==> config.mk <==
export PLATFORM = sky130hd
export DESIGN_NAME = dcache
export DESIGN_NICKNAME = d
export VERILOG_FILES = /design/src/rtl/dcache_pkg.sv /design/src/rtl/dcache.sv /design/src/rtl/dcache_ctrl.sv /design/src/rtl/dcache_data_array.sv /design/src/rtl/dcache_tag_array.sv
export SDC_FILE = /design/constraint.sdc
export NUM_CORES = 2
export LEC_CHECK = 0
export ABC_CLOCK_PERIOD_IN_PS = 15350
export BUFFER_PORTS_ARGS = -buffer_cell sky130_fd_sc_hd__buf_4
export CORE_MARGIN = 8
export CORE_UTILIZATION = 44
export CTS_CLUSTER_DIAMETER = 100
export DETAILED_ROUTE_END_ITERATION = 10
export PLACE_DENSITY_LB_ADDON = 0.05
export SYNTH_ARGS = -nofsm -noshare
export SYNTH_HDL_FRONTEND = slang
export SYNTH_SLANG_ARGS = --single-unit
==> constraint.sdc <==
create_clock -name CLK -period 15.35 [get_ports CLK]
set_input_delay 3.07 -clock CLK [delete_from_list [all_inputs] [get_ports CLK]]
set_output_delay 3.07 -clock CLK [all_outputs]
set_load 0.01 [all_outputs]
==> src/rtl/dcache_pkg.sv <==
`default_nettype none

package dcache_pkg;

  // data and address word
  localparam int WORD_W = 32;
  typedef logic [WORD_W-1:0] word_t;

  // address field widths
  localparam int TAG_W = 26;
  localparam int IDX_W = 3;

  // cache geometry
  localparam int N_SETS    = 8;
  localparam int BLK_WORDS = 2;

  // one address word, seen raw or split into fields
  // raw goes to the memory bus, fields are decoded inside the cache
  typedef union packed {
    word_t raw;
    struct packed {
      logic [TAG_W-1:0] tag;
      logic [IDX_W-1:0] idx;
      // word within the block
      logic             blkoff;
      // always zero for word accesses
      logic [1:0]       byteoff;
    } fields;
  } addr_t;

endpackage

`default_nettype wire
==> src/rtl/dcache.sv <==
`default_nettype none

module dcache
  import dcache_pkg::*;
#(
  parameter word_t COUNT_ADDR = 32'h3100
)
(
  input  wire logic  CLK,
  input  wire logic  nRST,
  // cpu side
  input  wire logic  halt,
  input  wire logic  dren,
  input  wire logic  dwen,
  input  wire addr_t daddr,
  input  wire word_t dstore,
  output logic       dhit,
  output word_t      dload,
  output logic       flushed,
  // memory side
  output logic       mem_ren,
  output logic       mem_wen,
  output word_t      mem_addr,
  output word_t      mem_store,
  input  wire word_t mem_load,
  input  wire logic  mem_wait
);

  // lookup results
  logic             hit;
  logic             hit_way;
  logic             victim_way;
  logic             victim_dirty;
  logic [TAG_W-1:0] victim_tag;
  // tag array updates
  logic             touch;
  logic             touch_dirty;
  logic             fill_done;
  logic             victim_clean;
  logic             scan_clean;
  // halt walk
  logic [IDX_W-1:0] scan_set;
  logic             scan_way;
  logic             scan_dirty;
  logic [TAG_W-1:0] scan_tag;
  // data array ports
  logic [IDX_W-1:0] wb_set;
  logic             wb_way;
  logic             wb_word;
  word_t            wb_data;
  logic             wr_en;
  logic [IDX_W-1:0] wr_set;
  logic             wr_way;
  logic             wr_word;
  word_t            wr_data;

  dcache_tag_array tags_i (
    .CLK          (CLK),
    .nRST         (nRST),
    .req_addr     (daddr),
    .hit          (hit),
    .hit_way      (hit_way),
    .victim_way   (victim_way),
    .victim_dirty (victim_dirty),
    .victim_tag   (victim_tag),
    .touch        (touch),
    .touch_dirty  (touch_dirty),
    .fill_done    (fill_done),
    .victim_clean (victim_clean),
    .scan_set     (scan_set),
    .scan_way     (scan_way),
    .scan_dirty   (scan_dirty),
    .scan_tag     (scan_tag),
    .scan_clean   (scan_clean)
  );

  // cpu read follows the hitting way
  dcache_data_array data_i (
    .CLK     (CLK),
    .nRST    (nRST),
    .rd_addr (daddr),
    .rd_way  (hit_way),
    .rd_data (dload),
    .wb_set  (wb_set),
    .wb_way  (wb_way),
    .wb_word (wb_word),
    .wb_data (wb_data),
    .wr_en   (wr_en),
    .wr_set  (wr_set),
    .wr_way  (wr_way),
    .wr_word (wr_word),
    .wr_data (wr_data)
  );

  dcache_ctrl #(
    .COUNT_ADDR (COUNT_ADDR)
  ) ctrl_i (
    .CLK          (CLK),
    .nRST         (nRST),
    .halt         (halt),
    .dren         (dren),
    .dwen         (dwen),
    .daddr        (daddr),
    .dstore       (dstore),
    .hit          (hit),
    .hit_way      (hit_way),
    .victim_way   (victim_way),
    .victim_dirty (victim_dirty),
    .victim_tag   (victim_tag),
    .scan_tag     (scan_tag),
    .scan_dirty   (scan_dirty),
    .dhit         (dhit),
    .touch        (touch),
    .touch_dirty  (touch_dirty),
    .fill_done    (fill_done),
    .victim_clean (victim_clean),
    .scan_clean   (scan_clean),
    .scan_set     (scan_set),
    .scan_way     (scan_way),
    .wb_set       (wb_set),
    .wb_way       (wb_way),
    .wb_word      (wb_word),
    .wb_data      (wb_data),
    .wr_en        (wr_en),
    .wr_set       (wr_set),
    .wr_way       (wr_way),
    .wr_word      (wr_word),
    .wr_data      (wr_data),
    .mem_ren      (mem_ren),
    .mem_wen      (mem_wen),
    .mem_addr     (mem_addr),
    .mem_store    (mem_store),
    .mem_load     (mem_load),
    .mem_wait     (mem_wait),
    .flushed      (flushed)
  );

endmodule

`default_nettype wire

==> src/rtl/dcache_ctrl.sv <==
`default_nettype none

module dcache_ctrl
  import dcache_pkg::*;
#(
  parameter word_t COUNT_ADDR = 32'h3100
)
(
  input  wire logic             CLK,
  input  wire logic             nRST,
  // cpu request
  input  wire logic             halt,
  input  wire logic             dren,
  input  wire logic             dwen,
  input  wire addr_t            daddr,
  input  wire word_t            dstore,
  // tag array lookup
  input  wire logic             hit,
  input  wire logic             hit_way,
  input  wire logic             victim_way,
  input  wire logic             victim_dirty,
  input  wire logic [TAG_W-1:0] victim_tag,
  input  wire logic [TAG_W-1:0] scan_tag,
  input  wire logic             scan_dirty,
  output logic                  dhit,
  // tag array updates
  output logic                  touch,
  output logic                  touch_dirty,
  output logic                  fill_done,
  output logic                  victim_clean,
  output logic                  scan_clean,
  output logic [IDX_W-1:0]      scan_set,
  output logic                  scan_way,
  // data array ports
  output logic [IDX_W-1:0]      wb_set,
  output logic                  wb_way,
  output logic                  wb_word,
  input  wire word_t            wb_data,
  output logic                  wr_en,
  output logic [IDX_W-1:0]      wr_set,
  output logic                  wr_way,
  output logic                  wr_word,
  output word_t                 wr_data,
  // memory bus
  output logic                  mem_ren,
  output logic                  mem_wen,
  output word_t                 mem_addr,
  output word_t                 mem_store,
  input  wire word_t            mem_load,
  input  wire logic             mem_wait,
  output logic                  flushed
);

  // one state per memory word
  localparam logic [3:0] IDLE      = 4'd0;
  localparam logic [3:0] WB0       = 4'd1;
  localparam logic [3:0] WB1       = 4'd2;
  localparam logic [3:0] FILL0     = 4'd3;
  localparam logic [3:0] FILL1     = 4'd4;
  localparam logic [3:0] SCAN      = 4'd5;
  localparam logic [3:0] FLUSH0    = 4'd6;
  localparam logic [3:0] FLUSH1    = 4'd7;
  localparam logic [3:0] STORE_CNT = 4'd8;
  localparam logic [3:0] DONE      = 4'd9;

  logic [3:0] state;
  logic [3:0] next_state;
  // frame pointer for the halt walk, {set, way}
  logic [3:0] scan_ptr;
  logic [3:0] next_scan_ptr;
  word_t      hit_count;
  // next hit is the replay of a miss
  logic       replay;
  // bus address built in the fields view
  addr_t      mem_a;

  assign scan_set = scan_ptr[3:1];
  assign scan_way = scan_ptr[0];
  assign mem_addr = mem_a.raw;

  always_comb
  begin
    next_state    = state;
    next_scan_ptr = scan_ptr;
    dhit          = 1'b0;
    touch         = 1'b0;
    touch_dirty   = 1'b0;
    fill_done     = 1'b0;
    victim_clean  = 1'b0;
    scan_clean    = 1'b0;
    // victim frame unless flushing
    wb_set        = daddr.fields.idx;
    wb_way        = victim_way;
    wb_word       = 1'b0;
    // write port defaults to fill data
    wr_en         = 1'b0;
    wr_set        = daddr.fields.idx;
    wr_way        = victim_way;
    wr_word       = 1'b0;
    wr_data       = mem_load;
    mem_ren       = 1'b0;
    mem_wen       = 1'b0;
    mem_store     = wb_data;
    mem_a.raw     = '0;
    case (state)
      IDLE:
      begin
        if (halt)
        begin
          next_state    = SCAN;
          next_scan_ptr = '0;
        end
        else if (dren || dwen)
        begin
          if (hit)
          begin
            dhit        = 1'b1;
            touch       = 1'b1;
            touch_dirty = dwen;
            // store into the hitting frame
            wr_en       = dwen;
            wr_way      = hit_way;
            wr_word     = daddr.fields.blkoff;
            wr_data     = dstore;
          end
          else if (victim_dirty)
          begin
            next_state = WB0;
          end
          else
          begin
            next_state = FILL0;
          end
        end
      end
      WB0, WB1:
      begin
        wb_word            = (state == WB1);
        mem_wen            = 1'b1;
        mem_a.fields.tag   = victim_tag;
        mem_a.fields.idx   = daddr.fields.idx;
        mem_a.fields.blkoff = wb_word;
        if (!mem_wait)
        begin
          if (state == WB1)
          begin
            victim_clean = 1'b1;
            next_state   = FILL0;
          end
          else
          begin
            next_state = WB1;
          end
        end
      end
      FILL0, FILL1:
      begin
        wr_word             = (state == FILL1);
        mem_ren             = 1'b1;
        mem_a.fields.tag    = daddr.fields.tag;
        mem_a.fields.idx    = daddr.fields.idx;
        mem_a.fields.blkoff = wr_word;
        wr_en               = !mem_wait;
        if (!mem_wait)
        begin
          if (state == FILL1)
          begin
            // held request hits back in idle
            fill_done  = 1'b1;
            next_state = IDLE;
          end
          else
          begin
            next_state = FILL1;
          end
        end
      end
      SCAN:
      begin
        if (scan_dirty)
        begin
          next_state = FLUSH0;
        end
        else if (scan_ptr == 4'hf)
        begin
          next_state = STORE_CNT;
        end
        else
        begin
          next_scan_ptr = scan_ptr + 4'd1;
        end
      end
      FLUSH0, FLUSH1:
      begin
        wb_set              = scan_set;
        wb_way              = scan_way;
        wb_word             = (state == FLUSH1);
        mem_wen             = 1'b1;
        mem_a.fields.tag    = scan_tag;
        mem_a.fields.idx    = scan_set;
        mem_a.fields.blkoff = wb_word;
        if (!mem_wait)
        begin
          if (state == FLUSH1)
          begin
            scan_clean = 1'b1;
            // last frame goes straight to the count store
            if (scan_ptr == 4'hf)
            begin
              next_state = STORE_CNT;
            end
            else
            begin
              next_scan_ptr = scan_ptr + 4'd1;
              next_state    = SCAN;
            end
          end
          else
          begin
            next_state = FLUSH1;
          end
        end
      end
      STORE_CNT:
      begin
        mem_wen   = 1'b1;
        mem_a.raw = COUNT_ADDR;
        mem_store = hit_count;
        if (!mem_wait)
        begin
          next_state = DONE;
        end
      end
      default:
      begin
        // parked until reset
        next_state = DONE;
      end
    endcase
  end

  always_ff @(posedge CLK, negedge nRST)
  begin
    if (!nRST)
    begin
      state     <= IDLE;
      scan_ptr  <= '0;
      hit_count <= '0;
      replay    <= 1'b0;
      flushed   <= 1'b0;
    end
    else
    begin
      state    <= next_state;
      scan_ptr <= next_scan_ptr;
      // replayed request is not counted again
      if (dhit && !replay)
      begin
        hit_count <= hit_count + 1'b1;
      end
      if (fill_done)
      begin
        replay <= 1'b1;
      end
      else if (dhit)
      begin
        replay <= 1'b0;
      end
      if (state == STORE_CNT && !mem_wait)
      begin
        flushed <= 1'b1;
      end
    end
  end

  assert property (@(posedge CLK) disable iff (!nRST) !(mem_ren && mem_wen));

  // once flushed the cache stays parked
  assert property (@(posedge CLK) disable iff (!nRST) flushed |=> flushed);

endmodule

`default_nettype wire

==> src/rtl/dcache_data_array.sv <==
`default_nettype none

module dcache_data_array
  import dcache_pkg::*;
(
  input  wire logic             CLK,
  input  wire logic             nRST,
  // cpu read port
  input  wire addr_t            rd_addr,
  input  wire logic             rd_way,
  output word_t                 rd_data,
  // writeback read port
  input  wire logic [IDX_W-1:0] wb_set,
  input  wire logic             wb_way,
  input  wire logic             wb_word,
  output word_t                 wb_data,
  // single write port, cpu store or fill
  input  wire logic             wr_en,
  input  wire logic [IDX_W-1:0] wr_set,
  input  wire logic             wr_way,
  input  wire logic             wr_word,
  input  wire word_t            wr_data
);

  // set, way, word within block
  word_t [N_SETS-1:0][1:0][BLK_WORDS-1:0] blocks;

  // both reads are combinational
  assign rd_data = blocks[rd_addr.fields.idx][rd_way][rd_addr.fields.blkoff];
  assign wb_data = blocks[wb_set][wb_way][wb_word];

  always_ff @(posedge CLK, negedge nRST)
  begin
    if (!nRST)
    begin
      blocks <= '0;
    end
    else if (wr_en)
    begin
      blocks[wr_set][wr_way][wr_word] <= wr_data;
    end
  end

endmodule

`default_nettype wire

==> src/rtl/dcache_tag_array.sv <==
`default_nettype none

module dcache_tag_array
  import dcache_pkg::*;
(
  input  wire logic             CLK,
  input  wire logic             nRST,
  input  wire addr_t            req_addr,
  output logic                  hit,
  output logic                  hit_way,
  output logic                  victim_way,
  output logic                  victim_dirty,
  output logic [TAG_W-1:0]      victim_tag,
  input  wire logic             touch,
  input  wire logic             touch_dirty,
  input  wire logic             fill_done,
  input  wire logic             victim_clean,
  input  wire logic [IDX_W-1:0] scan_set,
  input  wire logic             scan_way,
  output logic                  scan_dirty,
  output logic [TAG_W-1:0]      scan_tag,
  input  wire logic             scan_clean
);

  // tag storage written only on fill
  logic [N_SETS-1:0][1:0][TAG_W-1:0] tags;
  // per frame control bits
  logic [N_SETS-1:0][1:0] valid_q;
  logic [N_SETS-1:0][1:0] dirty_q;
  // one bit per set naming the way to replace next
  logic [N_SETS-1:0]      lru_q;

  logic [IDX_W-1:0] req_idx;
  logic [TAG_W-1:0] req_tag;
  logic [1:0]       way_hit;

  assign req_idx = req_addr.fields.idx;
  assign req_tag = req_addr.fields.tag;

  // compare against both ways of the set
  assign way_hit[0] = valid_q[req_idx][0] && (tags[req_idx][0] == req_tag);
  assign way_hit[1] = valid_q[req_idx][1] && (tags[req_idx][1] == req_tag);

  assign hit     = |way_hit;
  assign hit_way = way_hit[1];

  // victim is whatever the lru bit points at
  assign victim_way   = lru_q[req_idx];
  assign victim_dirty = dirty_q[req_idx][victim_way];
  assign victim_tag   = tags[req_idx][victim_way];

  // halt walk view
  assign scan_dirty = dirty_q[scan_set][scan_way];
  assign scan_tag   = tags[scan_set][scan_way];

  always_ff @(posedge CLK)
  begin
    if (fill_done)
    begin
      tags[req_idx][victim_way] <= req_tag;
    end
  end

  always_ff @(posedge CLK, negedge nRST)
  begin
    if (!nRST)
    begin
      valid_q <= '0;
      dirty_q <= '0;
      lru_q   <= '0;
    end
    else
    begin
      // hit makes the other way the next victim
      if (touch)
      begin
        lru_q[req_idx] <= ~hit_way;
        if (touch_dirty)
        begin
          dirty_q[req_idx][hit_way] <= 1'b1;
        end
      end
      if (fill_done)
      begin
        valid_q[req_idx][victim_way] <= 1'b1;
      end
      // victim written back
      if (victim_clean)
      begin
        dirty_q[req_idx][victim_way] <= 1'b0;
      end
      // frame flushed during halt
      if (scan_clean)
      begin
        dirty_q[scan_set][scan_way] <= 1'b0;
      end
    end
  end

  // fills only replace a missing tag so no set holds one twice
  assert property (@(posedge CLK) disable iff (!nRST) !(way_hit[0] && way_hit[1]));

endmodule

`default_nettype wire

==> results.cfg <==
[floorplan]
fp.coreArea_um2 = 182000
initial_core_util_pct = 44.1
die_y_um = 443
die_w_um = 443
io_pins = 202
dieArea_um2 = 196000
num_rows = 157

[grt]
use_met2_pct = 51.2
grt_max_degree = 153
grt_use_met3_pct = 5.72
grt_usage_pct = 32.8
grt.busiest_layer = met2
grt_pass1_vias = 63222
use_met1_pct = 43.5
grt_first_pass_wirelength_um = 474000
overflow = 0
antenna_found_initial = 21

[yosys]
synthFlopType = dfrtp_1
synth.distinct_cells = 88
synth_top_area_cell = dfrtp_1
syn_area_per_cell_um2 = 10.8
synthCells = 7412
synth_edf_count = 416
ys_warn_count = 0
yosys-top-cells-area = dfrtp_1 34%, edfxtp_1 16%, mux2_2 11%, nand2_1 6.3%, a22oi_1 2.8%
ys_seq_area_share_pct = 50.0
synth.top_cell.area_share_pct = 34.5
yosys.cell_count.top_type = nand2_1
ys_async_sr_fraction_pct = 72.7
synth_common_cells = 1,357 x nand2_1, 1,106 x dfrtp_1, 777 x mux2_2
ys_ff_latch = 1522
synth_area_um2 = 80300

[pwr]
p_per_area_nw_per_um2 = 120
p_leak_uw = 0.0373
p_total_uw = 10700
peakVddDrop_v = 0.0000976

[cells_and_area]
multi_input_area_um2 = 37500
syn2layout_area_growth_pct = 11.5
nets = 7384
fin_util_pct = 49.1
area.sequential_um2 = 40200
nFillCells = 16634
drive_gt1_share_pct = 22.0

[route]
vias = 65199
drt_iter0_markers = 7647
routed_wl_um = 333000
ant_nets = 0
drc_errors = 0
firstDrtPassIters = 6
wire_per_inst_um = 34.0
viasPerCell = 6.64

[clocking]
cts.path.max_buffers = 3
clock_latency_ns = 0.85
cts-htree-levels = 4
cts_setup_buffers = 0
clk_pin_slew_ns = 0.06
holdBufCountCts = 0
cts.repair.resized = 0
cts-root-buf = clkbuf_16
cts_buffers = 174
cts_tree = built
cts.sinks = 1522

[timing]
tightest_slew_ns = 1.39
tns_ns = 0
finalClockSkew_ns = 0.0586
slew_violations = 0
slew_headroom_pct = 7.06
holdWs_ns = 0.462
fin_ws_ns = 2.99
grt_setup_unrepaired = no
finalCritPeriodShare_pct = 80.5
clock.fmax_mhz = 80.9
finalSetupViolations = 0
period_needed_ns = 12.36
hold_viol = 0

[place]
globalplace.congestion = 0.912
dpl_worst_slack_ns = 3.29
post-dp-hpwl_um = 190000
io_buffer_count = 197

[critical_path]
cp_cell_sequence = buf_6, buf_12, nand2_1, o22ai_1, or3_1, and4b_1, nand4_1, or4b_4, buf_4, o211ai_1, o21ai_0, o21ai_0, buf_4
critical_path_class = input pin to primary output
critPathMaxFanout = 71
end_kind = primary output
reg2reg_slack_ns = 8.96
required_ns = 12.28
ff2ff_path_depth = 11
startpoint_type = input pin
max_stage_delay_ns = 0.93
reg2reg_to = data_i.blocks[154]
r2r_start = tags_i.tags[364]
crit_path_top_delay_cell = nand2_1
cp_data_arrival_time_ns = 9.29

[status]
outcome = complete, no violations

[hold_path]
worstHoldEndpoint = tags_i.valid_q[1]
hold_depth = 1
worstHoldPathType = flip-flop to flip-flop
min_from = tags_i.valid_q[1]

[run]
maxCapViolCount = 0
metal layers:
metal / wire, um / up-vias / share of wire (%)
met5: 57 / - / 0.017
met4: 21300 / 8 / 6.4
met3: 27000 / 883 / 8.1
met2: 151000 / 3467 / 45
met1: 134000 / 33384 / 40
li1: - / 27457 / -
state kept, by name (all words and copies together), names as in the netlist:
signal,cells
ctrl_i.replay,1
ctrl_i.hit_count,32
ctrl_i.state,4
tags_i.tags,416
data_i.blocks,1024
tags_i.dirty_q,16
ctrl_i.scan_ptr,4
ctrl_i.flushed,1
tags_i.lru_q,8
tags_i.valid_q,16
power breakdown:
part / internal [uW] / switching (uW) / total, uW
Sequential: 4450 / 233 / 4680
Combinational: 690 / 1150 / 1840
Clock: 2460 / 1770 / 4220
Total: 7590 / 3150 / 10700
worst max-delay path, delay by kind of cell:
family          cells  cell delay, ns
simple gates        5            2.52
buf+inv             4            1.82
compound gates      4            1.69
cell type report:
cell class	instances	share of cell area [%]
Inverter	17	0.0740
Clock buffer	264	5.82
Antenna cell	11	0.0307
Multi-Input combinational cell	5189	41.9
Clock inverter	48	0.581
Timing Repair Buffer	376	3.44
Sequential cell	1522	44.9
Tap cell	2385	3.33
logic make-up after synthesis:
group                      share of synthesized area (%)
and+or+nand+nor                                     12.5
other                                            0.00467
xor gates and xnor gates                           0.687
DFF                                                 50.0
muxes                                               18.8
AOI/OAI and AO/OA                                   14.2
adders and majority gates                         0.0311
buffers and inverters                               3.75
worst max path at each step:
stage / start / endpoint / depth (start not counted)
2_1_floorplan: daddr[5] / mem_store[0] / 19
3_5_place_dp: daddr[4] / dload[2] / 14
6_report: daddr[3] / dload[27] / 13
4_1_cts: daddr[4] / dload[2] / 14
5_1_grt: daddr[4] / dload[27] / 14
3_3_place_gp: daddr[4] / dload[2] / 14
layout by cell type, fill, tap and decap left out, drive strengths merged, types with 40 or more instances in the layout:
| cell type | synthesis | routed |
|---|---|---|
| a21oi | 186 | 186 |
| a211oi | 55 | 55 |
| dfrtp | 1106 | 1106 |
| nand3 | 308 | 308 |
| mux2 | 971 | 971 |
| a22oi | 298 | 298 |
| buf | 184 | 376 |
| clkbuf | 501 | 264 |
| xnor2 | 40 | 40 |
| o21ai | 380 | 380 |
| a221oi | 175 | 175 |
| mux4 | 101 | 101 |
| a311oi | 193 | 193 |
| and3 | 155 | 155 |
| nor2 | 173 | 173 |
| a22o | 70 | 70 |
| mux2i | 190 | 190 |
| a31oi | 74 | 74 |
| nand4 | 81 | 81 |
| nor3 | 42 | 42 |
| edfxtp | 416 | 416 |
| nand2 | 1358 | 1358 |
metrics by stage:
step                      instance area [um^2]  std cells
after floorplan                          80300       7413
after global placement                   83800       9489
after detailed placement                 83800       9489
after CTS                                89500       9801
after global routing                     89600       9805
final                                    89600       9812
Power figures use the tool's default switching activity.
